===== config.mk =====
export PLATFORM = sky130hd
export DESIGN_NAME = rtab_pop_fsm
export DESIGN_NICKNAME = d
export VERILOG_FILES = /design/src/rtab_ctrl_pkg.sv /design/src/rtab_pop_fsm.sv
export VERILOG_INCLUDE_DIRS = /design/src /design/src/src
export SDC_FILE = /design/constraint.sdc
export NUM_CORES = 1
export LEC_CHECK = 0
export ABC_AREA = 1
export BUFFER_PORTS_ARGS = -buffer_cell sky130_fd_sc_hd__buf_4
export CAP_MARGIN = 25
export CORE_MARGIN = 10
export CORE_UTILIZATION = 40
export DETAILED_ROUTE_END_ITERATION = 10
export GPL_TIMING_DRIVEN = 0
export HOLD_SLACK_MARGIN = 0.12
export PLACE_DENSITY = 0.79
export SYNTH_ARGS = -nofsm -noshare
export SYNTH_HDL_FRONTEND = slang
export SYNTH_SLANG_ARGS = --single-unit

===== constraint.sdc =====
create_clock -name clk_i -period 1.58 [get_ports clk_i]
set_input_delay 0.316 -clock clk_i [delete_from_list [all_inputs] [get_ports clk_i]]
set_output_delay 0.316 -clock clk_i [all_outputs]
set_load 0.05 [all_outputs]

===== src/rtab_consts.svh =====
/* Replay table geometry. RTAB_ENTRIES must be a power of two, and the
   line index width is always derived from the address and offset widths */
`ifndef RTAB_CONSTS_SVH
`define RTAB_CONSTS_SVH

// Number of table entries
`define RTAB_ENTRIES 4

// Request address width in bits
`define RTAB_ADDR_W 32

// Byte offset inside a cache line (16-byte lines)
`define RTAB_CL_OFFSET_W 4

// Cache-line index width
`define RTAB_NLINE_W (`RTAB_ADDR_W - `RTAB_CL_OFFSET_W)

`endif

===== src/rtab_ctrl_pkg.sv =====
/* Table bookkeeping types and pointer conversions */
`include "rtab_consts.svh"

package rtab_ctrl_pkg;

    // Entry index and one-bit-per-entry vector
    typedef logic [$clog2(`RTAB_ENTRIES)-1:0] rtab_ptr_t;
    typedef logic [`RTAB_ENTRIES-1:0]         rtab_bv_t;

    // Pending dependencies of an entry, all must be clear before replay
    typedef struct packed {
        logic mshr_hit;
        logic mshr_ready;
    } rtab_deps_t;

    // Pop-try walk state
    typedef enum logic [1:0] {
        POP_HEAD,
        POP_NEXT,
        POP_NEXT_WAIT
    } rtab_pop_state_e;

    // Index to one-hot
    function automatic rtab_bv_t rtab_ptr_to_bv(input rtab_ptr_t ptr);
        rtab_bv_t bv;
        bv      = '0;
        bv[ptr] = 1'b1;
        return bv;
    endfunction

    // One-hot to index, zero when no bit is set
    function automatic rtab_ptr_t rtab_bv_to_ptr(input rtab_bv_t bv);
        rtab_ptr_t ptr;
        ptr = '0;
        for (int i = 0; i < `RTAB_ENTRIES; i++) begin
            if (bv[i]) begin
                ptr = rtab_ptr_t'(i);
            end
        end
        return ptr;
    endfunction

endpackage


===== src/rtab_pop_fsm.sv =====
/* Pop-try walk over linked lists. Successors are offered without checking
   their deps, and a take must be answered by commit or rollback next cycle */
`timescale 1ns/1ps
`include "rtab_consts.svh"

module rtab_pop_fsm import rtab_ctrl_pkg::*; (
    input  logic                          clk_i,
    input  logic                          rst_ni,
    input  rtab_bv_t                      ready_i,
    input  rtab_bv_t                      gnt_i,
    input  rtab_bv_t                      tail_i,
    input  rtab_ptr_t [`RTAB_ENTRIES-1:0] next_i,
    input  logic                          pop_try_i,
    input  logic                          pop_rback_i,
    output logic                          pop_try_valid_o,
    output rtab_bv_t                      sel_o,
    output rtab_ptr_t                     pop_try_ptr_o,
    output rtab_bv_t                      head_rst_o,
    output logic                          advance_o
);

    rtab_pop_state_e state_q, state_d;
    rtab_bv_t        nxt_q, nxt_d;
    logic            sel_is_tail;
    logic            take;

    // Head state offers the arbiter winner, the others the held successor
    assign pop_try_valid_o = (state_q == POP_HEAD) ? |ready_i : 1'b1;
    assign sel_o           = (state_q == POP_HEAD) ? gnt_i : nxt_q;
    assign pop_try_ptr_o   = rtab_bv_to_ptr(sel_o);
    assign sel_is_tail     = |(sel_o & tail_i);
    assign take            = pop_try_valid_o & pop_try_i;

    // Taken entry is no longer a head until rolled back
    assign head_rst_o = sel_o & {`RTAB_ENTRIES{pop_try_i}};
    assign advance_o  = (state_q == POP_HEAD) && take && !pop_rback_i;

    always_comb begin
        state_d = state_q;
        nxt_d   = nxt_q;
        case (state_q)
            POP_HEAD: begin
                // A rollback of a previous tail can still arrive here
                if (take && !pop_rback_i && !sel_is_tail) begin
                    state_d = POP_NEXT;
                    nxt_d   = rtab_ptr_to_bv(next_i[pop_try_ptr_o]);
                end
            end
            POP_NEXT, POP_NEXT_WAIT: begin
                if (state_q == POP_NEXT && pop_rback_i) begin
                    state_d = POP_HEAD;
                end else if (take) begin
                    state_d = sel_is_tail ? POP_HEAD : POP_NEXT;
                    nxt_d   = rtab_ptr_to_bv(next_i[pop_try_ptr_o]);
                end else begin
                    // Back-pressure, keep offering the same entry
                    state_d = POP_NEXT_WAIT;
                end
            end
            default: begin
                state_d = POP_HEAD;
            end
        endcase
    end

    always_ff @(posedge clk_i or negedge rst_ni) begin
        if (!rst_ni) begin
            state_q <= POP_HEAD;
            nxt_q   <= '0;
        end else begin
            state_q <= state_d;
            nxt_q   <= nxt_d;
        end
    end

endmodule


## After elaboration in Yosys (flattened, before gate mapping)

Cells that the tools add are included.

| word-level totals | value |
|---|---|
| register bits | 6 |
| logic and storage cells | 45 |
| input port bits | 24 |
| output and inout bits | 12 |

| operators by class | value |
|---|---|
| mux-type cells | 18 |
| $lt $le $gt $ge | 3 |
| eq/ne operators | 5 |
| bitwise gates (word level) | 3 |
| reduce and logical (&&, ||, !) cells | 14 |

Operators by type and width:

| operator | count |
|---|---|
| 4-bit 2-to-1 mux | 4 |
| 2-bit 2-to-1 mux | 6 |
| 4-bit AND | 2 |
| 4-bit case mux with 2 select lines | 1 |
| 4-bit OR reduction | 2 |
| 1-bit logical AND | 6 |
| 2-bit by 3-bit < comparator with 1-bit output, second input constant | 2 |
| 2-bit binary-select mux with 2-bit select | 1 |
| 1-bit 2-to-1 mux | 4 |
| 2-bit != test, second input constant | 2 |
| 2-bit case mux with 2 select lines | 1 |
| 4-bit AND reduction | 1 |
| 1-bit demux with 2-bit select | 1 |
| 2-bit by 1-bit == test with 1-bit output, second input constant | 1 |
| 2-bit == test, second input constant | 1 |
| 2-bit by 1-bit greater-or-equal comparator with 1-bit output, second input constant | 1 |
| 1-bit logical NOT | 2 |
| 2-bit logical NOT | 1 |
| 2-bit by 1-bit != test with 1-bit output, second input constant | 1 |
| 2-bit nonzero test | 1 |
| 2-bit OR reduction | 1 |
| 1-bit AND | 1 |

## Depth between registers and ports, before layout

| logic depth | value |
|---|---|
| depth in word-level cells | 14 |
| depth in mapped cells | 15 |
| mapped depth without buffers | 14 |

## Least setup slack after synthesis

No wires, ideal clock.

| timing path | value |
|---|---|
| kind | register -> output |
| from | register state_q[0] |
| to | output advance_o |
| path buffers | 1 |
| required time | 1.264 ns |
| cell stages (with the launch flop) | 7 |
| arrival time | 2.237 ns |
| slack | -0.973 ns |
| cells stage by stage | dfrtp_1 > inv_1 > ha_1 > buf_6 > nand3_2 > nand2_1 > nor3_1 |

| between the ends | value |
|---|---|
| longest elaborated chain between the ends | 5 |

Ends and longest elaborated chain:

| what | RTL line | text |
|---|---|---|
| from (decl) | rtab_pop_fsm.sv:22 | `rtab_pop_state_e state_q, state_d;` |
| from (signal assigned) | rtab_pop_fsm.sv:71 | `state_q <= state_d;` |
| 2-bit logical NOT | rtab_pop_fsm.sv:28 | `assign pop_try_valid_o = (state_q == POP_HEAD) ? \|ready_i : 1'b1;` |
| 1-bit 2-to-1 mux | rtab_pop_fsm.sv:28 |  |
| named net pop_try_valid_o | rtab_pop_fsm.sv:15 | `output logic pop_try_valid_o,` |
| 1-bit AND | rtab_pop_fsm.sv:32 | `assign take = pop_try_valid_o & pop_try_i;` |
| 1-bit logical AND (2 in a row) | rtab_pop_fsm.sv:36 | `assign advance_o = (state_q == POP_HEAD) && take && !pop_rback_i;` |
| to (decl) | rtab_pop_fsm.sv:19 | `output logic advance_o` |

The timed path passes the listed nets, and every way through them passes these cells.

## Worst setup path in the final report

| timing path | value |
|---|---|
| from | register state_q[0] |
| to | output pop_try_ptr_o[0] |

| between the ends | value |
|---|---|
| longest elaborated chain between the ends | 5 |

Ends and longest elaborated chain:

| what | RTL line | text |
|---|---|---|
| 2-bit logical NOT * | rtab_pop_fsm.sv:29 | `assign sel_o = (state_q == POP_HEAD) ? gnt_i : nxt_q;` |
| 4-bit 2-to-1 mux * | rtab_pop_fsm.sv:29 |  |
| 1-bit 2-to-1 mux | rtab_ctrl_pkg.sv:36 | `if (bv[i]) begin` |
| 2-bit 2-to-1 mux | rtab_ctrl_pkg.sv:36 |  |
| 2-bit 2-to-1 mux * | rtab_ctrl_pkg.sv:36 |  |
| to (decl) | rtab_pop_fsm.sv:17 | `output rtab_ptr_t pop_try_ptr_o,` |

Every way passes the cells marked *; elsewhere a longest branch is shown, timed or not.

==> results.sh <==
export IMPL_via_per_inst=4.847
export IMPL_path_cells="inv_2 > ha_4 > buf_12 > inv_12 > nand2_8 > nand2_8 > nand2_4 > nand2_8 > buf_8"
export IMPL_syn_area_um2=708.2
export IMPL_wl_um=2941
export IMPL_clkPwrFrac_pct=3.8
export IMPL_p_leak_nw=0.7593
export IMPL_cts_buffer_depth=2
export IMPL_overflow=0
export IMPL_path_delay_family="buffers and inverters"
export IMPL_timing_final_hold_violations=0
export IMPL_seq_area_frac_synth_pct=21.20
export IMPL_drt_pass1_iter_count=4
export IMPL_clock_fmax_mhz=545.8
export IMPL_yosys_cell_types_count=19
export IMPL_setup_viol=18
export IMPL_rsz0062_at_grt="true"
export IMPL_pre_cts_ws_ns=-0.1830
export IMPL_dieArea_um2=3853
export IMPL_antenna_cells=0
export IMPL_cts_inserted_buffers=3
export IMPL_cts_htree_levels=1
export IMPL_seqPwrFrac_pct=7.3
export IMPL_port_buffers=35
export IMPL_utilization_pct=85.86
export IMPL_critPathArrivalTime_ns=1.52
export IMPL_first_iter_violations=48
export IMPL_fin_crit_ns=1.832
export IMPL_rows=15
export IMPL_syn_inst=112
export IMPL_area_delta_synth_final_pct=107.1
export IMPL_hold_class="input port to async pin"
export IMPL_synth_seq_cells=6
export IMPL_cts_sinks=6
export IMPL_setup_slack_ns=-0.2522
export IMPL_routabilityCongestion=0.7646
export IMPL_die_h_um=62.08
export IMPL_maxSlewHeadroom_pct=77.30
export IMPL_max_stage_delay_ns=0.36
export IMPL_drive_gt1_share_pct=63.64
export IMPL_die_w_um=62.08
export IMPL_nets=194
export IMPL_grt_use_total_pct=12.72
export IMPL_switching_share_pct=57.29
export IMPL_yosys_warnings=0
export IMPL_drtAntennaViolNets=0
export IMPL_clk_pin_slew_worst_paths_ns=0.05
export IMPL_power_mw=3.660
export IMPL_startpoint_type="flip-flop"
export IMPL_start_util_pct=41.47
export IMPL_core_area_um2=1708
export IMPL_critPathMaxFanout=7
export IMPL_vias=921
export IMPL_fin_crit_sh_pct=116.0
export IMPL_cellPowerDensity_nw_per_um2=2496
export IMPL_cap_violations=0
export IMPL_critPathMostFrequentCell="nand2_8"
export IMPL_grt_antenna_before_repair=0
export IMPL_avgSynthCellArea_um2=6.323
export IMPL_clock_latency_ns=0.25
export IMPL_worst_setup_path_end_kind="primary output"
export IMPL_worstPathRequired_ns=1.26
export IMPL_syn_nets=139
export IMPL_pwr_share_comb_pct=88.9
export IMPL_place_hpwl_um=1724
export IMPL_status="finished, violations left"
export IMPL_path_class="flip-flop to primary output"
export IMPL_grt_first_pass_wirelength_um=3739
export IMPL_p_sw_mw=2.097
export IMPL_io_pins=36
export IMPL_fin_worst_skew_ns=0.01026
export IMPL_grt_pass1_vias=892
export IMPL_critPathBufInv=4
export IMPL_tightest_slew_ns=0.3402
export IMPL_fill_cells=83
export IMPL_cts_root_buf="clkbuf_4"
export IMPL_internal_power_mw=1.563
export IMPL_slowest_stage="dfrtp_1"
export IMPL_tritoncts="built"
export IMPL_grt_max_degree=8
export IMPL_wl_per_cell_um=15.48
export IMPL_violations="setup timing"
export IMPL_drc=0
export IMPL_slew_violations=0
export IMPL_irDropWorstVdd_uv=1290
[state kept, by name (all words and copies together) (netlist names)]
name / cells
nxt_q: 4
state_q: 2
[metrics by stage]
stage | hold WS [ns] | std cells | TNS, ns | instance area (um^2)
after CTS | 0.4037 | 186 | -2.557 | 1340
after floorplan | 0.02041 | 112 | -0.7620 | 797.0
after detailed placement | 0.1261 | 172 | -1.575 | 1091
final | 0.4072 | 190 | -3.244 | 1466
after global routing | 0.4278 | 190 | -4.401 | 1466
after global placement | 0.1235 | 172 | -1.127 | 1091
[layer usage]
| layer | part of all wire (%) | wire (um) | GRT usage (%) |
|---|---|---|---|
| met2 | 56 | 1646 | 24.27 |
| met4 | 1.5 | 44 | 4.459 |
| met5 | 0 | 0 | 0 |
| met1 | 39 | 1147 | 13.26 |
| met3 | 3.5 | 103 | 2.642 |
[power groups by stage]
| stage | registers, mW | clock network, mW | logic, mW |
|---|---|---|---|
| floorplan | 0.254 | 0 | 1.74 |
| global placement | 0.260 | 0 | 2.17 |
| detailed placement | 0.263 | 0 | 2.21 |
| CTS | 0.259 | 0.143 | 2.81 |
| global route | 0.272 | 0.152 | 3.42 |
| finish | 0.267 | 0.139 | 3.25 |
[worst paths after layout]
path                            startpoint               end  slack (ns)  depth (start not counted)
worst max-delay path            state_q[0]  pop_try_ptr_o[0]       -0.25                          9
worst min-delay path                rst_ni          nxt_q[2]        0.41                          2
worst max register to register  state_q[0]          nxt_q[1]       -0.22                         16
worst min register to register    nxt_q[2]          nxt_q[2]        0.48                          2
max in group asynchronous           rst_ni        state_q[0]        1.05                          2
min in group clk_i               pop_try_i        state_q[1]        0.44                          4
[placed cells by master, fill, tap and decap left out, types with 2 or more instances in the layout]
master	netlist	routed
clkbuf_4	0	3
buf_4	0	35
o21ai_1	0	3
nand3_1	5	3
buf_8	0	5
nand2_1	32	15
nand2_2	8	15
inv_1	22	19
ha_1	3	2
o21ai_2	1	2
nor2_4	0	4
buf_6	1	9
dfrtp_1	6	6
nand2_8	0	6
nand3_2	1	2
inv_2	0	3
nor2_1	14	10
nand2_4	7	11
a21oi_4	0	2
[final cells by class]
type                            instances  area [um^2]  area share [%]
Sequential cell                         6        150.1           10.24
Tap cell                               25        31.28           2.133
Multi-Input combinational cell         82        694.4           47.35
Buffer                                  1        20.02           1.365
Inverter                               23        98.84           6.741
Timing Repair Buffer                   50        449.2           30.63
Clock buffer                            3        22.52           1.536
[logic make-up (layout without fill, tap and decap cells)]
kind of cell,after synthesis,in the layout,share of synthesized area [%]
simple gates,70,70,50.00
buf+inv,24,77,14.49
compound gates,9,9,9.012
flops,6,6,21.20
fa+ha+maj,3,3,5.301
[repair_timing]
action,CTS,global route
hold buffers,1,0
pin swaps,9,14
endpoints found under the setup margin,18,18
hold endpoints to repair,6,0
setup buffers,10,4
gates resized for setup,35,30
[worst register-to-register path, cell delays in order (launching register included)]
cell,delay [ns]
dfrtp_1,0.39
inv_2,0.09
ha_4,0.15
buf_12,0.15
inv_12,0.06
nand2_8,0.07
nand2_8,0.08
nand2_4,0.09
nand2_8,0.06
buf_6,0.13
nand2_2,0.07
nand2_2,0.07
nand2_4,0.09
inv_1,0.05
nor2_1,0.10
nand2_1,0.06
nand2_1,0.05
[cell usage after synthesis]
cell / n / area [um^2]
a21oi_1: 2 / 10.01
nor3_1: 1 / 5.000
or2_2: 1 / 6.260
a21oi_2: 1 / 8.760
buf_6: 1 / 11.26
o21ai_2: 1 / 8.760
inv_1: 22 / 82.58
o21ai_4: 1 / 16.27
nand2_2: 8 / 50.05
nand3_2: 1 / 10.01
o21ai_0: 4 / 20.02
nor2_1: 14 / 52.55
nand2_1: 32 / 120.1
dfrtp_1: 6 / 150.1
nand2_4: 7 / 78.83
inv_6: 1 / 8.760
ha_1: 3 / 37.54
nand3_1: 5 / 25.02
nor2_2: 1 / 6.260
Note: power is estimated with default switching activity, not from simulation.
