<file path="src/rtab_consts.svh">
/* Replay table geometry. RTAB_ENTRIES must be a power of two, and the
   line index width is always derived from the address and offset widths */
`ifndef RTAB_CONSTS_SVH
`define RTAB_CONSTS_SVH

// Number of table entries
`define RTAB_ENTRIES 4

// Request address width in bits
`define RTAB_ADDR_W 32

// Byte offset inside a cache line (16-byte lines)
`define RTAB_CL_OFFSET_W 4

// Cache-line index width
`define RTAB_NLINE_W (`RTAB_ADDR_W - `RTAB_CL_OFFSET_W)

`endif
</file>
<file path="src/rtab_ctrl_pkg.sv">
/* Table bookkeeping types and pointer conversions */
`include "rtab_consts.svh"

package rtab_ctrl_pkg;

    // Entry index and one-bit-per-entry vector
    typedef logic [$clog2(`RTAB_ENTRIES)-1:0] rtab_ptr_t;
    typedef logic [`RTAB_ENTRIES-1:0]         rtab_bv_t;

    // Pending dependencies of an entry, all must be clear before replay
    typedef struct packed {
        logic mshr_hit;
        logic mshr_ready;
    } rtab_deps_t;

    // Pop-try walk state
    typedef enum logic [1:0] {
        POP_HEAD,
        POP_NEXT,
        POP_NEXT_WAIT
    } rtab_pop_state_e;

    // Index to one-hot
    function automatic rtab_bv_t rtab_ptr_to_bv(input rtab_ptr_t ptr);
        rtab_bv_t bv;
        bv      = '0;
        bv[ptr] = 1'b1;
        return bv;
    endfunction

    // One-hot to index, zero when no bit is set
    function automatic rtab_ptr_t rtab_bv_to_ptr(input rtab_bv_t bv);
        rtab_ptr_t ptr;
        ptr = '0;
        for (int i = 0; i < `RTAB_ENTRIES; i++) begin
            if (bv[i]) begin
                ptr = rtab_ptr_t'(i);
            end
        end
        return ptr;
    endfunction

endpackage

</file>
<file path="src/rtab_req_pkg.sv">
/* Replayed request as stored in the table. Only loads and stores are
   carried, atomics and CMOs are not represented */
`include "rtab_consts.svh"

package rtab_req_pkg;

    // Operation kind of the replayed request
    typedef enum logic {
        RTAB_OP_LOAD  = 1'b0,
        RTAB_OP_STORE = 1'b1
    } rtab_op_e;

    // Full byte address of the request
    typedef logic [`RTAB_ADDR_W-1:0] rtab_addr_t;

    // Cache-line index, address without the offset bits
    typedef logic [`RTAB_NLINE_W-1:0] rtab_nline_t;

    // Stored request record
    typedef struct packed {
        rtab_op_e   op;
        rtab_addr_t addr;
    } rtab_req_t;

endpackage

</file>
<file path="src/rtab_req_store.sv">
/* Request storage, one write per cycle through a mask. The read select
   must be one-hot or zero */
`timescale 1ns/1ps
`include "rtab_consts.svh"

module rtab_req_store import rtab_req_pkg::*, rtab_ctrl_pkg::*; (
    input  logic                            clk_i,
    input  logic                            rst_ni,
    input  rtab_bv_t                        wr_bv_i,
    input  rtab_req_t                       wr_req_i,
    input  rtab_bv_t                        rd_sel_i,
    output rtab_req_t                       rd_req_o,
    output rtab_nline_t [`RTAB_ENTRIES-1:0] nline_o
);

    rtab_req_t req_q [`RTAB_ENTRIES];

    // Also rewritten on rollback
    always_ff @(posedge clk_i or negedge rst_ni) begin
        if (!rst_ni) begin
            for (int i = 0; i < `RTAB_ENTRIES; i++) begin
                req_q[i] <= '0;
            end
        end else begin
            for (int i = 0; i < `RTAB_ENTRIES; i++) begin
                if (wr_bv_i[i]) begin
                    req_q[i] <= wr_req_i;
                end
            end
        end
    end

    // Strip the offset to get each entry's line
    for (genvar i = 0; i < `RTAB_ENTRIES; i++) begin : gen_nline
        assign nline_o[i] = req_q[i].addr[`RTAB_CL_OFFSET_W +: `RTAB_NLINE_W];
    end

    // One-hot read mux
    always_comb begin
        rd_req_o = '0;
        for (int i = 0; i < `RTAB_ENTRIES; i++) begin
            if (rd_sel_i[i]) begin
                rd_req_o = req_q[i];
            end
        end
    end

endmodule

</file>
<file path="config.mk">
export PLATFORM = sky130hd
export DESIGN_NAME = rtab_req_store
export DESIGN_NICKNAME = d
export VERILOG_FILES = /design/src/rtab_ctrl_pkg.sv /design/src/rtab_req_pkg.sv /design/src/rtab_req_store.sv
export VERILOG_INCLUDE_DIRS = /design/src /design/src/src
export SDC_FILE = /design/constraint.sdc
export NUM_CORES = 1
export LEC_CHECK = 0
export BUFFER_PORTS_ARGS = -buffer_cell sky130_fd_sc_hd__buf_2
export CORE_MARGIN = 2
export CORE_UTILIZATION = 40
export DETAILED_ROUTE_END_ITERATION = 16
export GPL_TIMING_DRIVEN = 0
export PLACE_DENSITY = 0.66
export SYNTH_ARGS = -nofsm -noshare
export SYNTH_HDL_FRONTEND = slang
export SYNTH_SLANG_ARGS = --single-unit
</file>
<file path="constraint.sdc">
create_clock -name clk_i -period 1.7 [get_ports clk_i]
set_clock_uncertainty 0.15 [all_clocks]
set_input_delay 0.255 -clock clk_i [delete_from_list [all_inputs] [get_ports clk_i]]
set_output_delay 0.255 -clock clk_i [all_outputs]
set_load 0.01 [all_outputs]
</file>
* Word-level counts from Yosys, hierarchy flattened
Index checks and enable logic that the tools add are counted.
** Operators by class
- Muxes and demuxes :: 4
** Operators with widths (number)
- $mux W33 :: 4
** Word-level totals
- Register bits :: 132
- Input port bits :: 43
- Output and inout bits :: 145

* Logic depth before layout (Yosys ltp)
Gate-level depths: netlist of the first run.
- Depth after elaboration :: 4
- Depth in mapped cells :: 5
- Depth with buffers taken out :: 3

* Least setup slack after synthesis of the first run
No wires, ideal clock.
- Kind :: input-to-output
- Start point :: in rd_sel_i[1]
- End point :: out rd_req_o[2] (netlist name)
- Arrival time :: 0.977 ns
- Setup slack :: 0.318 ns
- Cell stages on the path :: 5
- Buffers on the path :: 2
- Cell sequence :: buf_6 > nor2b_4 > buf_8 > a22oi_2 > a21oi_1
** RTL lines
- from (decl) :: RTL line rtab_req_store.sv:11 : input rtab_bv_t rd_sel_i,
- to (decl) :: RTL line rtab_req_store.sv:12 : output rtab_req_t rd_req_o,

==> results of run 1 <==
==> final timing paths <==
kind | end | slack, ps
min in group asynchronous | nline_o[56]$_DFFE_PN0P_ | 180
worst max register to register | nline_o[83]$_DFFE_PN0P_ | 670
worst max-delay path | rd_req_o[31] | -170
max in group asynchronous | nline_o[97]$_DFFE_PN0P_ | 420
worst min-delay path | req_q[33]$_DFFE_PN0P_ | 70
worst min register to register | req_q[33]$_DFFE_PN0P_ | 360
==> timing repair <==
action | in CTS | in global routing
cloned | 0 | 1
hold endpoints to repair | 176 | 0
gates resized for setup | 8 | 14
buffers inserted | 1 | 7
endpoints found under the setup margin | 31 | 23
hold buffers | 34 | 0
pin swaps | 1 | 5
==> cell usage after synthesis, drive strengths merged <==
master	number	area share, %
or2b	1	0.17
or3b	1	0.13
inv	1	0.057
nand3b	2	0.23
o21ai	1	0.076
a21oi	31	2.4
clkbuf	3	0.63
nor2	1	0.057
nand2	2	0.11
mux2	132	23
nor2b	1	0.21
dfrtp	132	50
o22ai	32	3.0
a31oi	2	0.19
buf	141	16
a22oi	31	4.3
==> cell families (layout without fill, tap and decap cells) <==
| kind of cell | count (synthesis) | count (layout) | synth area share [%] |
|---|---|---|---|
| flip-flops | 132 | 132 | 50.0 |
| buffers and inverters | 145 | 403 | 16.6 |
| multiplexers | 132 | 132 | 22.5 |
| AND/OR/NAND/NOR | 8 | 8 | 0.910 |
| AO/OA/AOI/OAI | 97 | 97 | 9.93 |
==> layout by cell type, fill, tap and decap left out, drive strengths merged, types with 2 or more instances in the layout <==
master       synthesis  routed
a21oi               31      31
a22oi               31      31
a31oi                2       2
buf                141     331
bufinv               0       3
clkbuf               3      29
clkinv               0       2
clkinvlp             0       4
dfrtp              132     132
dlygate4sd3          0      34
mux2               132     132
nand2                2       2
nand3b               2       2
o22ai               32      32
==> worst register-to-register path: stages, from the launching register on <==
cell     delay (ps)
dfrtp_1         380
buf_4           140
mux2_2          260
==> power by group through the flow <==
stage | Sequential [mW] | Clock (mW) | Combinational (mW)
2_1_floorplan | 3.69 | 0 | 1.22
3_3_place_gp | 3.74 | 0 | 1.84
3_5_place_dp | 3.76 | 0 | 1.89
4_1_cts | 3.71 | 3.84 | 1.97
5_1_grt | 3.76 | 3.99 | 2.15
6_report | 3.72 | 3.76 | 2.00
==> stage by stage <==
stage | cells | power, mW | util, % | TNS [ps]
3_5_place_dp | 913 | 5.66 | 48.9 | -2670
4_1_cts | 980 | 9.52 | 55.0 | -177
6_report | 988 | 9.49 | 55.9 | -174
3_3_place_gp | 912 | 5.58 | 48.6 | -197820
5_1_grt | 988 | 9.90 | 55.9 | -448
2_1_floorplan | 514 | 4.91 | - | 0
==> sequential cells by signal (all words and copies together), names as in the netlist <==
register / flops
req_q: 20
nline_o: 112
==> area by class of cell <==
class                      count  area (um2)  area share (%)
clock buffer                  24         492            5.50
multi-input combinational    237        2260            25.3
buffer                       144        1110            12.4
tap                          216         270            3.02
inverter                       1        7.51          0.0840
sequential                   132        3300            37.0
timing repair buffer         226        1370            15.4
clock inverter                 8         123            1.37
==> metal layers <==
layer	share of wire (%)	global-route usage, %	vias to the layer above
li1	-	-	2224
met5	0	0	-
met2	51	35.4	132
met4	2.4	8.48	0
met1	42	24.9	2409
met3	4.5	4.48	29
==> impl_metrics.json, run 1 <==
{
  "status": "finished with violations",
  "violations": "negative setup slack",
  "grt_pass1_vias": 5145,
  "antenna_found_initial": 0,
  "vdd_drop_max_mv": 0.638,
  "pwr-share-clk_pct": 39.7,
  "seq_power_share_pct": 39.2,
  "cts_tree": "yes",
  "avgSynthCellArea_um2": 12.8,
  "path_buf_inv": 1,
  "grt_usage_pct": 20.5,
  "avgViaCountPerCell": 4.85,
  "n_antenna_cell": 0,
  "pin_count": 188,
  "startpoint": "nline_o[83]$_DFFE_PN0P_",
  "r2r-start": "nline_o[83]$_DFFE_PN0P_",
  "worst-path-stages": 4,
  "grt_pass1_wl_um": 28200,
  "p_per_area_nw_per_um2": 1060,
  "drt_iter0_markers": 162,
  "num-fill-cells": 1391,
  "nets": 802,
  "ant_nets": 0,
  "die_x_um": 132,
  "crit_path_end_kind": "output port",
  "worst_pin_slew_ps": 467,
  "post_drt_wl_per_cell_um": 18.2,
  "path_max_fanout": 2,
  "portBuffers": 182,
  "timing.critical_path.required_ps": 1290,
  "slew_violations": 0,
  "hold_viol": 0,
  "final_cell_area_um2": 8940,
  "gp_congestion": 0.793,
  "hpwlAfterDp_um": 12200,
  "die_h_um": 132,
  "cts.sinks": 132,
  "fin_crit_ps": 1870,
  "ys_seq_elements": 132,
  "clk_pin_slew_ps": 50,
  "synthDistinctLibCells": 20,
  "syn_nets": 557,
  "drive_gt1_share_pct": 67.7,
  "critPathLaunchType": "flip-flop",
  "drt-total-wl_um": 18000,
  "die_area_um2": 17500,
  "yosys_warnings": 0,
  "root_buffer": "clkbuf_16",
  "worst_path_max_delay_cell": "dfrtp_1",
  "drc_errors": 0,
  "maxCapViolCount": 0,
  "seq_area_frac_synth_pct": 50.0,
  "crit_arrival_ps": 1470,
  "hp-class": "primary input to flip-flop",
  "first_pass_iters": 4,
  "reg2reg_depth": 2,
  "crit_chain": "or3b_4, o21ai_2, a31oi_1, buf_2",
  "vias": 4794,
  "numCtsBuffers": 17,
  "cts.htree.levels": 4,
  "crit_family": "flip-flops",
  "rsz0062_at_grt": "true",
  "critPathKind": "flip-flop to output port",
  "netlist_area_um2": 6600,
  "grt.overflow.total": 0,
  "relSlewSlack_pct": 68.8,
  "fmax_mhz": 534,
  "place_area_um2": 7820,
  "slowest_delay_ps": 380,
  "netlist_instances": 514,
  "hold_depth": 2,
  "start_util_pct": 41.3,
  "swShare_pct": 25.7,
  "clk_latency_ps": 410,
  "power.internal_mw": 7.04,
  "area_delta_synth_final_pct": 35.4,
  "fp-row-count": 46,
  "p_switching_mw": 2.44,
  "combPwrFrac_pct": 21.1,
  "core-area_um2": 16000,
  "setup_viol": 1,
  "pre_cts_ws_ps": -138,
  "p_leak_nw": 4.17,
  "grt_max_degree": 89,
  "layout_setup_ws_ps": -174,
  "holdWs_ps": 65.7,
  "clockBufferDepth": 2,
  "min_from": "wr_bv_i[2]",
  "timing.final.crit_share_pct": 110
}
No activity file was read; power rests on OpenSTA's default activity.
==> inputs of run 2 (changes only) <==
--- a/config.mk
+++ b/config.mk
@@ -7,11 +7,13 @@
 export NUM_CORES = 1
 export LEC_CHECK = 0
 export BUFFER_PORTS_ARGS = -buffer_cell sky130_fd_sc_hd__buf_2
+export CAP_MARGIN = 20
 export CORE_MARGIN = 2
 export CORE_UTILIZATION = 40
 export DETAILED_ROUTE_END_ITERATION = 16
 export GPL_TIMING_DRIVEN = 0
 export PLACE_DENSITY = 0.66
+export SETUP_SLACK_MARGIN = 0.2
 export SYNTH_ARGS = -nofsm -noshare
 export SYNTH_HDL_FRONTEND = slang
 export SYNTH_SLANG_ARGS = --single-unit
==> impl_metrics.json, run 2 (same netlist as run 1, synthesis figures left out) <==
{
  "status": "finished with violations",
  "violations": "negative setup slack",
  "p_per_area_nw_per_um2": 984,
  "r2r_slack_ps": 500,
  "vias": 5119,
  "cts.sinks": 132,
  "numCtsBuffers": 17,
  "grt_pass1_vias": 5317,
  "rsz0062_at_grt": "true",
  "gp_congestion": 0.793,
  "crit_arrival_ps": 1470,
  "critPathKind": "flip-flop to output port",
  "core-area_um2": 16000,
  "relSlewSlack_pct": 68.2,
  "crit_family": "flip-flops",
  "final_cell_mix": "buf_6 (212), mux2_2 (132), dfrtp_1 (131), buf_2 (83), buf_4 (64)",
  "worst_path_max_delay_cell": "dfrtp_1",
  "hpwlAfterDp_um": 12200,
  "grt_max_degree": 89,
  "root_buffer": "clkbuf_16",
  "p_total_mw": 10.3,
  "drive_gt1_share_pct": 72.2,
  "fp-row-count": 46,
  "slew_violations": 0,
  "drt-total-wl_um": 20100,
  "fmax_mhz": 533,
  "slowest_delay_ps": 380,
  "grt_pass1_wl_um": 28900,
  "drt_iter0_markers": 229,
  "fin_crit_ps": 1870,
  "holdWs_ps": 65.4,
  "ant_nets": 0,
  "nets": 840,
  "largest_reg_flops": 112,
  "n_antenna_cell": 0,
  "maxCapViolCount": 0,
  "first_pass_iters": 4,
  "clk_latency_ps": 410,
  "area_delta_synth_final_pct": 58.8,
  "final_common_cell": "buf_6",
  "path_buf_inv": 1,
  "drc_errors": 0,
  "crit_path_end_kind": "output port",
  "avgViaCountPerCell": 4.99,
  "setup_viol": 2,
  "p_leak_nw": 4.76,
  "clockBufferDepth": 2,
  "clk_pin_slew_ps": 50,
  "cts.htree.levels": 4,
  "layout_setup_ws_ps": -174,
  "timing.final.crit_share_pct": 110,
  "hp-class": "primary input to flip-flop",
  "post-route-util_pct": 65.5,
  "hold_viol": 0,
  "vdd_drop_max_mv": 0.661,
  "path_max_fanout": 2,
  "grt.overflow.total": 0,
  "die_h_um": 132,
  "timing.critical_path.required_ps": 1290,
  "critPathLaunchType": "flip-flop",
  "post_drt_wl_per_cell_um": 19.6,
  "die_area_um2": 17500,
  "crit_chain": "or3b_4, o21ai_2, a31oi_1, buf_2",
  "worst_pin_slew_ps": 477,
  "start_util_pct": 41.3,
  "cts_tree": "yes",
  "grt_usage_pct": 21.1,
  "die_x_um": 132,
  "antenna_found_initial": 0,
  "portBuffers": 182,
  "pin_count": 188
}
-- run 2: cell types whose count changed in the layout (fill, tap and decap cells not counted), moves of 3 or more --
cell / delta
a21oi_1: -6
a21oi_2: +6
a22oi_1: -3
a22oi_2: +3
buf_12: +4
buf_2: -109
buf_4: -65
buf_6: +205
o22ai_1: -14
o22ai_2: +12
-- run 2: metal layers --
layer  routed length, um  up-vias  track usage [%]
li1                    -     2309                -
met1                7920     2617             25.2
met2               10700      150             36.8
met3                 801       43             4.48
met4                 595        0             8.96
met5                   0        -                0
-- run 2: what timing repair did --
action                                  in CTS  in global routing
endpoints found under the hold margin      176                  0
gates resized for setup                     90                214
hold buffers                                34                  0
pin swaps                                   17                 43
gates cloned                                 0                  2
buffers inserted                            20                 25
endpoints found under the setup margin      56                136
-- run 2: final cells by class --
class,instances,area [um2]
fillers,1211,5520
clock buffers,24,492
repair buffers,264,2450
flip-flops and latches,132,3300
plain buffers,144,1430
clock inverters,8,123
inverters,1,3.75
multi-input cells,237,2400
well taps,216,270
-- run 2: through the flow --
| step | setup TNS, ps | std cells | cell area, um2 | setup WS, ps |
|---|---|---|---|---|
| 2_1_floorplan | 0 | 514 | 6600 | 318 |
| 3_3_place_gp | -197820 | 912 | 7780 | -1490 |
| 3_5_place_dp | -2670 | 913 | 7820 | -138 |
| 4_1_cts | -174 | 999 | 9260 | -173 |
| 5_1_grt | -438 | 1026 | 10500 | -224 |
| 6_report | -175 | 1026 | 10500 | -174 |
-- run 2: power by group --
group	internal, mW	leakage [nW]	switching [mW]
Sequential	3.46	1.54	0.312
Clock	2.46	0.292	1.31
Combinational	1.72	2.93	1.05
Total	7.64	4.76	2.67
-- run 2: final timing paths --
check,startpoint,end,cells after the start
max in group asynchronous,rst_ni,nline_o[97]$_DFFE_PN0P_,3
min in group asynchronous,rst_ni,nline_o[56]$_DFFE_PN0P_,2
hold / removal,wr_bv_i[2],req_q[33]$_DFFE_PN0P_,2
hold reg to reg,req_q[131]$_DFFE_PN0P_,req_q[131]$_DFFE_PN0P_,1
setup reg to reg,nline_o[47]$_DFFE_PN0P_,nline_o[47]$_DFFE_PN0P_,3
setup / recovery,nline_o[83]$_DFFE_PN0P_,rd_req_o[31],4
