===== config.mk =====
export PLATFORM = sky130hd
export DESIGN_NAME = rtab_list_state
export DESIGN_NICKNAME = d
export VERILOG_FILES = /design/src/rtab_ctrl_pkg.sv /design/src/rtab_req_pkg.sv /design/src/rtab_list_state.sv
export VERILOG_INCLUDE_DIRS = /design/src /design/src/src
export SDC_FILE = /design/constraint.sdc
export NUM_CORES = 1
export LEC_CHECK = 0
export ABC_CLOCK_PERIOD_IN_PS = 3500
export BUFFER_PORTS_ARGS = -buffer_cell sky130_fd_sc_hd__buf_2
export CAP_MARGIN = 0
export CORE_ASPECT_RATIO = 2
export CORE_MARGIN = 2
export CORE_UTILIZATION = 49
export DETAILED_ROUTE_END_ITERATION = 12
export PLACE_DENSITY = 0.94
export SYNTH_ARGS = -nofsm -noshare
export SYNTH_HDL_FRONTEND = slang
export SYNTH_SLANG_ARGS = --single-unit

===== constraint.sdc =====
create_clock -name clk_i -period 3.5 [get_ports clk_i]
set_input_delay 0.7 -clock clk_i [delete_from_list [all_inputs] [get_ports clk_i]]
set_output_delay 0.7 -clock clk_i [all_outputs]
set_load 0.01 [all_outputs]

===== src/rtab_consts.svh =====
/* Replay table geometry. RTAB_ENTRIES must be a power of two, and the
   line index width is always derived from the address and offset widths */
`ifndef RTAB_CONSTS_SVH
`define RTAB_CONSTS_SVH

// Number of table entries
`define RTAB_ENTRIES 4

// Request address width in bits
`define RTAB_ADDR_W 32

// Byte offset inside a cache line (16-byte lines)
`define RTAB_CL_OFFSET_W 4

// Cache-line index width
`define RTAB_NLINE_W (`RTAB_ADDR_W - `RTAB_CL_OFFSET_W)

`endif

===== src/rtab_ctrl_pkg.sv =====
/* Table bookkeeping types and pointer conversions */
`include "rtab_consts.svh"

package rtab_ctrl_pkg;

    // Entry index and one-bit-per-entry vector
    typedef logic [$clog2(`RTAB_ENTRIES)-1:0] rtab_ptr_t;
    typedef logic [`RTAB_ENTRIES-1:0]         rtab_bv_t;

    // Pending dependencies of an entry, all must be clear before replay
    typedef struct packed {
        logic mshr_hit;
        logic mshr_ready;
    } rtab_deps_t;

    // Pop-try walk state
    typedef enum logic [1:0] {
        POP_HEAD,
        POP_NEXT,
        POP_NEXT_WAIT
    } rtab_pop_state_e;

    // Index to one-hot
    function automatic rtab_bv_t rtab_ptr_to_bv(input rtab_ptr_t ptr);
        rtab_bv_t bv;
        bv      = '0;
        bv[ptr] = 1'b1;
        return bv;
    endfunction

    // One-hot to index, zero when no bit is set
    function automatic rtab_ptr_t rtab_bv_to_ptr(input rtab_bv_t bv);
        rtab_ptr_t ptr;
        ptr = '0;
        for (int i = 0; i < `RTAB_ENTRIES; i++) begin
            if (bv[i]) begin
                ptr = rtab_ptr_t'(i);
            end
        end
        return ptr;
    endfunction

endpackage


===== src/rtab_req_pkg.sv =====
/* Replayed request as stored in the table. Only loads and stores are
   carried, atomics and CMOs are not represented */
`include "rtab_consts.svh"

package rtab_req_pkg;

    // Operation kind of the replayed request
    typedef enum logic {
        RTAB_OP_LOAD  = 1'b0,
        RTAB_OP_STORE = 1'b1
    } rtab_op_e;

    // Full byte address of the request
    typedef logic [`RTAB_ADDR_W-1:0] rtab_addr_t;

    // Cache-line index, address without the offset bits
    typedef logic [`RTAB_NLINE_W-1:0] rtab_nline_t;

    // Stored request record
    typedef struct packed {
        rtab_op_e   op;
        rtab_addr_t addr;
    } rtab_req_t;

endpackage


===== src/rtab_list_state.sv =====
/* Per-entry list bookkeeping. A link is only legal when check_nline_i matches
   the new line, and a tail that is committed while being linked orphans the new entry */
`timescale 1ns/1ps
`include "rtab_consts.svh"

module rtab_list_state import rtab_req_pkg::*, rtab_ctrl_pkg::*; (
    input  logic                            clk_i,
    input  logic                            rst_ni,
    // Check
    input  rtab_nline_t                     check_nline_i,
    output logic                            check_hit_o,
    // Allocation
    input  logic                            alloc_i,
    input  logic                            alloc_and_link_i,
    input  rtab_deps_t                      alloc_deps_i,
    // Pop side
    input  rtab_bv_t                        head_rst_i,
    input  rtab_bv_t                        rback_bv_i,
    input  rtab_bv_t                        commit_bv_i,
    // Refill and miss handler
    input  logic                            refill_i,
    input  rtab_nline_t                     refill_nline_i,
    input  logic                            miss_ready_i,
    // Line index of each stored request
    input  rtab_nline_t [`RTAB_ENTRIES-1:0] nline_i,
    // Status
    output rtab_bv_t                        wr_bv_o,
    output rtab_bv_t                        ready_o,
    output rtab_bv_t                        tail_o,
    output rtab_ptr_t   [`RTAB_ENTRIES-1:0] next_o,
    output logic                            empty_o,
    output logic                            full_o
);

    rtab_bv_t                       valid_q;
    rtab_bv_t                       head_q;
    rtab_bv_t                       tail_q;
    rtab_ptr_t  [`RTAB_ENTRIES-1:0] next_q;
    rtab_deps_t [`RTAB_ENTRIES-1:0] deps_q;

    rtab_bv_t free_bv;
    rtab_bv_t alloc_bv;
    rtab_bv_t check_bv;
    rtab_bv_t link_tail_bv;
    rtab_bv_t refill_bv;
    rtab_bv_t nodeps_bv;
    rtab_bv_t head_set;
    rtab_bv_t head_clr;

    // Lowest free entry takes the allocation
    assign free_bv  = ~valid_q & (valid_q + 1'b1);
    assign alloc_bv = free_bv & {`RTAB_ENTRIES{alloc_i | alloc_and_link_i}};

    for (genvar i = 0; i < `RTAB_ENTRIES; i++) begin : gen_match
        assign check_bv[i]  = valid_q[i] && (nline_i[i] == check_nline_i);
        assign refill_bv[i] = refill_i && (nline_i[i] == refill_nline_i);
        assign nodeps_bv[i] = ~|deps_q[i];
    end

    assign check_hit_o = |check_bv;

    // Only the current tail of the matching list gets relinked
    assign link_tail_bv = check_bv & tail_q & {`RTAB_ENTRIES{alloc_and_link_i}};

    // New list or rollback makes a head, any allocation or take drops it first
    assign head_set = (alloc_bv & {`RTAB_ENTRIES{alloc_i}}) | rback_bv_i;
    assign head_clr = alloc_bv | head_rst_i;

    assign wr_bv_o = alloc_bv | rback_bv_i;
    assign ready_o = valid_q & head_q & nodeps_bv;
    assign tail_o  = tail_q;
    assign next_o  = next_q;
    assign empty_o = ~|valid_q;
    assign full_o  = &valid_q;

    always_ff @(posedge clk_i or negedge rst_ni) begin
        if (!rst_ni) begin
            valid_q <= '0;
            head_q  <= '0;
            tail_q  <= '0;
            next_q  <= '0;
            deps_q  <= '0;
        end else begin
            valid_q <= alloc_bv | (valid_q & ~commit_bv_i);
            head_q  <= head_set | (head_q & ~head_clr);
            // New entries always land at a tail
            tail_q  <= alloc_bv | (tail_q & ~link_tail_bv);
            for (int i = 0; i < `RTAB_ENTRIES; i++) begin
                if (link_tail_bv[i]) begin
                    next_q[i] <= rtab_bv_to_ptr(free_bv);
                end
                // Allocation and rollback both load fresh deps
                if (wr_bv_o[i]) begin
                    deps_q[i] <= alloc_deps_i;
                end else begin
                    deps_q[i].mshr_hit   <= deps_q[i].mshr_hit & ~refill_bv[i];
                    deps_q[i].mshr_ready <= deps_q[i].mshr_ready & ~miss_ready_i;
                end
            end
        end
    end

endmodule


=== After elaboration in Yosys (flattened, before gate mapping) ===
Cells that the tools add are included.

* Flip-flop bits (word level): 28
* Input port bits: 188
* Output and inout bits: 23
* Word-level logic and storage cells: 85

* $add $sub $neg: 1
* Equal/unequal tests: 8
* Muxes and demuxes: 7
* Bitwise gates (word level): 34
* Reductions and logical operators: 20

{| class="wikitable"
|+ Operators with widths
! operator !! number
|-
| == test 28 bit || 8
|-
| bitwise AND 4 bit || 10
|-
| bitwise OR 4 bit || 6
|-
| inverter 4 bit || 4
|-
| two-way mux 2 bit || 6
|-
| bitwise AND 1 bit || 8
|-
| logical AND 1 bit || 8
|-
| OR reduction 2 bit || 4
|-
| OR reduction 4 bit || 2
|-
| logical NOT 1 bit || 5
|-
| inverter 1 bit || 5
|-
| adder 4 x 1 -> 4 bit (second input constant) || 1
|-
| AND reduction 4 bit || 1
|-
| two-way mux 1 bit || 1
|-
| bitwise OR 1 bit || 1
|}

=== Depth between registers and ports, before layout ===
* Word-level depth: 7
* Gate-level depth with buffers: 7
* Mapped depth without buffers: 5

=== Least setup slack after synthesis ===
Ideal clock, no wire load.

* Kind: input-to-output
* Start point: input check_nline_i[11]
* End point: output check_hit_o
* Arrival time: 1.873 ns
* Data required time: 2.800 ns
* Slack: 0.927 ns
* Stages on the path: 6
* Buffers on the path: 1
* Cells stage by stage: buf_2 > xor2_1 > nor4_1 > nand4_1 > nor4_1 > or4_1

* Longest elaborated chain between the ends: 3
* Elaborated cells between the ends (all ways): 9
* Those cells by class: eq/ne (4); reduce/logical (5)

{| class="wikitable"
|+ RTL lines
! what !! line !! RTL
|-
| start, declared || rtab_list_state.sv:10 || <nowiki>input rtab_nline_t check_nline_i,</nowiki>
|-
| == test 28 bit || rtab_list_state.sv:55 || <nowiki>assign check_bv[i] = valid_q[i] && (nline_i[i] == check_nline_i);</nowiki>
|-
| logical AND 1 bit || rtab_list_state.sv:55 ||
|-
| OR reduction 4 bit * || rtab_list_state.sv:60 || <nowiki>assign check_hit_o = |check_bv;</nowiki>
|-
| end, declared || rtab_list_state.sv:11 || <nowiki>output logic check_hit_o,</nowiki>
|}

Mark *: on every way between the ends. The rest lies on a longest branch, timed or not.

=== Final worst setup path ===
* Start point: input check_nline_i[5]
* End point: output check_hit_o

The elaborated chain is that of the path after synthesis.

==> results.md <==
Logic synthesis:
- The share of the synthesized area in the top cell type is 0.354.
- The cell count after synthesis came out at 473.
- Of all flip-flops after synthesis, the portion carrying an async set or reset was 1.00.
- After synthesis, the mean cell area works out to 8.42 µm².
- The most instantiated library cell after synthesis is sky130_fd_sc_hd__xor2_1.
- The synthesized netlist occupies a cell area of 0.00398 mm².
- Ranked by total cell area, the synthesized netlist is headed by sky130_fd_sc_hd__xor2_1 35%, sky130_fd_sc_hd__dfrtp_1 18%, sky130_fd_sc_hd__xnor2_1 13%.
- In this run, synthesis produced a sequential element count of 28.
- Synthesis instantiated 41 different standard cells from the library.
- Counting instances in the post-synthesis netlist gives the leading cell types as 161 x sky130_fd_sc_hd__xor2_1, 58 x sky130_fd_sc_hd__xnor2_1, 52 x sky130_fd_sc_hd__nor4_1.
- The cell type with the largest total area after synthesis is sky130_fd_sc_hd__xor2_1.
- The proportion of synthesized chip area in sequential cells is 0.176.
- Yosys printed 0 warnings.
- In the synthesized netlist the dominant register cell turns out to be sky130_fd_sc_hd__dfrtp_1.
- The synthesized netlist net count is 661.
- The synthesized design contains 0 enable-type register cells.

Layout:
- The finished cells cover 0.00523 mm².
- The finished layout holds 776 standard cells, fillers aside.
- The post-layout net count is 869.
- The end-of-flow core utilization is 0.664.
- The area growth from synthesis to layout is 31.5%.
- The antenna diode count is 0.
- Of the cells placed in the final design, the portion with a size suffix greater than 1 is 0.326.

Setup path:
- The critical path's slowest cell is sky130_fd_sc_hd__nor4_1.
- The family with the most delay on the worst path is simple AND/OR/NAND/NOR gates.
- For the worst setup path, the data required time is 2800 ps.
- The worst register-to-register path has a depth of 4.
- Walking the worst path, the cells encountered are buf_2 > xor2_1 > nor4_1 > nand4_1 > nor4_1 > or4_1 > buf_2.
- The beginning of the worst register-to-register path is valid_q[2].
- The total buffers and inverters traversed by the critical path is 2.
- The worst register-to-register path ends at next_o[4].
- The slack of the worst reg-to-reg path is 1440 ps.
- The arrival time reported for the critical path endpoint is 2770 ps.
- The worst stage delay on the critical path is 620 ps.
- Of all nets on the critical path, the largest fanout is 4.
- The worst setup path is captured at an output pin.
- The worst setup path is of the in -> out kind.
- The kind of launch point of the worst setup path is an input pin.

Clock network:
- After clock tree synthesis, the clock-pin slew on the worst setup and hold paths is 70 ps.
- The buffer type at the clock tree root is sky130_fd_sc_hd__clkbuf_16.
- The clock tree from TritonCTS is built.
- The number of buffers on the longest clock path is 2.
- After clock tree synthesis, the setup repair step added 0 buffers.
- In this run, post-CTS repair resized a total of 0 instances.
- In this run the number of H-tree levels came out at 1.
- At the later pin of the worst-skew pair, clock insertion delay measures 270 ps.
- The number of sinks handled by clock tree synthesis is 28.
- The count of hold buffers inserted by post-cts repair is 0.
- In this run, CTS created clock tree buffers numbering 3.

Timing:
- Setup violations remaining at the end of the flow were counted as 0.
- The total negative slack for setup checks is 0 ps.
- The final count of hold timing violations is 0.
- The worst clock skew is 4.62 ps.
- Dividing the final minimum period by the clock period gives 0.991.
- Setup repair after global routing left no endpoint under its margin.
- The number of max-slew violations in the final report came to 0.
- Measured against its own limit, the worst slew margin works out to 0.426.
- The smallest clock period supported by the final layout is computed as 3470 ps.
- The highest clock frequency the design can meet is 288 MHz.
- The transition time of the tightest slew-check pin is 853 ps.

Floorplanning:
- The floorplan step set the die width to 67.7 µm.
- The initial core utilization is 0.505.
- The core region is 0.00789 mm².
- The floorplan step defined a die boundary enclosing 0.00891 mm².
- For this design the top-level I/O count stands at 211.
- In this run the core area contains 46 standard-cell rows.
- From bottom edge to top edge, the die measures 131 µm.

Global route:
- The initial antenna violation count is 0.
- Across every metal layer, demand over resource in global routing totals 0.469.
- The via count of the first global-routing pass was 5158.
- The leftover overflow at the end of global routing is 0.
- The first global-routing pass estimated 29300 µm of wire.
- The largest net degree at the start of global routing is 29.

Placed design:
- In this run the tool buffered the top-level ports with 210 buffer cells.
- The placed cell count is 772.
- The HPWL after detailed placement is 17700 µm.
- The placed instances occupy a cell area of 0.00513 mm².
- Routability-driven placement finished with a final weighted congestion of 1.05.

Pwr:
- For this design the static power due to leakage is 0.00242 µW.
- For this design the ratio of total power to cell area is 275 mW/mm².
- The worst IR drop on VDD is 0.000419 V.

Route:
- The wire length reported by the detailed router is 20400 µm.
- In the final routed layout, each cell accounts on average for 26.3 µm.
- Dividing the detail-routed via count by the number of cells gives 6.18.
- The post-route DRC violation count is 0.
- The initial DRC count is 325.
- The first detailed-routing pass took 6 iterations.
- The routed layout has 4797 vias.
- Once detail routing completed, the nets flagged for antenna violations numbered 0.

Run status:
- The flow ran to the end, and the final reports show no timing, DRC or antenna violations.

Worst hold path:
- The worst hold path belongs to the class in -> async.

Flow run:
- Across the run, the number of max-cap violations was 0.
worst reg2reg max path: stages, from the launching register on:
cell,delay (ps)
sky130_fd_sc_hd__dfrtp_1,450
sky130_fd_sc_hd__o211ai_1,110
sky130_fd_sc_hd__or4_1,520
sky130_fd_sc_hd__nor4_2,500
sky130_fd_sc_hd__mux2_1,370
power breakdown:
group | leakage (µW) | internal [µW] | total (µW) | switching, µW
Sequential | 0.000337 | 352 | 394 | 42.2
Combinational | 0.00203 | 268 | 704 | 436
Clock | 0.0000511 | 228 | 342 | 114
Total | 0.00242 | 848 | 1440 | 592
cells by family (layout without fill, tap and decap cells):
logic type	after synthesis	count (layout)	share of synthesized area
mux	10	10	0.0280
flops	28	28	0.176
xor+xnor	219	219	0.482
compound gates	34	34	0.0569
buf+inv	25	232	0.0248
simple gates	157	157	0.233
placed cells by master, fill, tap and decap left out, types with 2 or more instances in the layout:
cell type,synthesis,layout
sky130_fd_sc_hd__o21ai_1,2,2
sky130_fd_sc_hd__o22ai_1,4,4
sky130_fd_sc_hd__nand2_1,24,24
sky130_fd_sc_hd__o21ai_0,9,9
sky130_fd_sc_hd__inv_1,16,16
sky130_fd_sc_hd__clkbuf_16,0,3
sky130_fd_sc_hd__nand2b_1,3,3
sky130_fd_sc_hd__nor4_1,52,52
sky130_fd_sc_hd__or4_1,3,3
sky130_fd_sc_hd__buf_2,1,210
sky130_fd_sc_hd__xnor2_1,58,58
sky130_fd_sc_hd__nor2_1,11,11
sky130_fd_sc_hd__nor3_1,12,12
sky130_fd_sc_hd__a21oi_1,8,8
sky130_fd_sc_hd__o41ai_1,3,3
sky130_fd_sc_hd__nand3b_1,5,5
sky130_fd_sc_hd__nor4b_1,4,4
sky130_fd_sc_hd__a2111oi_2,2,2
sky130_fd_sc_hd__nand3_1,5,5
sky130_fd_sc_hd__mux2_1,9,9
sky130_fd_sc_hd__nand4_1,24,24
sky130_fd_sc_hd__or4_4,2,2
sky130_fd_sc_hd__nor2b_1,2,2
sky130_fd_sc_hd__dfrtp_1,28,28
sky130_fd_sc_hd__buf_4,1,2
sky130_fd_sc_hd__nand4b_1,3,3
sky130_fd_sc_hd__xor2_1,161,161
per-stage QoR:
step / hold WS (ps) / setup slack, ps / total power, µW
2_1_floorplan: 404 / 927 / 702
4_1_cts: 450 / 134 / 1410
6_report: 445 / 32.6 / 1440
5_1_grt: 502 / 149 / 1490
3_3_place_gp: 470 / 142 / 1070
3_5_place_dp: 471 / 115 / 1070
worst max path at each step:
stage / startpoint / to / slack [ps] / cells after the start
detailed placement: check_nline_i[5] / check_hit_o / 110 / 7
CTS: check_nline_i[5] / check_hit_o / 130 / 7
global placement: check_nline_i[5] / check_hit_o / 140 / 7
finish: check_nline_i[5] / check_hit_o / 30 / 7
global route: check_nline_i[23] / check_hit_o / 150 / 7
floorplan: check_nline_i[11] / check_hit_o / 930 / 6
cell type report:
class	count	area, µm²
multi-input cells	420	3180
fillers	705	2650
repair buffers	212	1070
flip-flops and latches	28	701
well taps	96	120
clock buffers	3	75.1
inverters	16	60.1
clock inverters	1	30.0
layer usage:
metal / up-vias / track usage / share of wire
li1: 2094 / - / -
met1: 2238 / 0.422 / 0.30
met2: 339 / 0.778 / 0.50
met3: 126 / 0.103 / 0.072
met4: 0 / 0.486 / 0.13
met5: - / 0 / 0
registers in the layout, summed over array words and instances (netlist names):
| register | flops |
|---|---|
| deps_q | 8 |
| next_o | 8 |
| head_q | 4 |
| tail_o | 4 |
| valid_q | 4 |
Power figures use the tool's default switching activity.
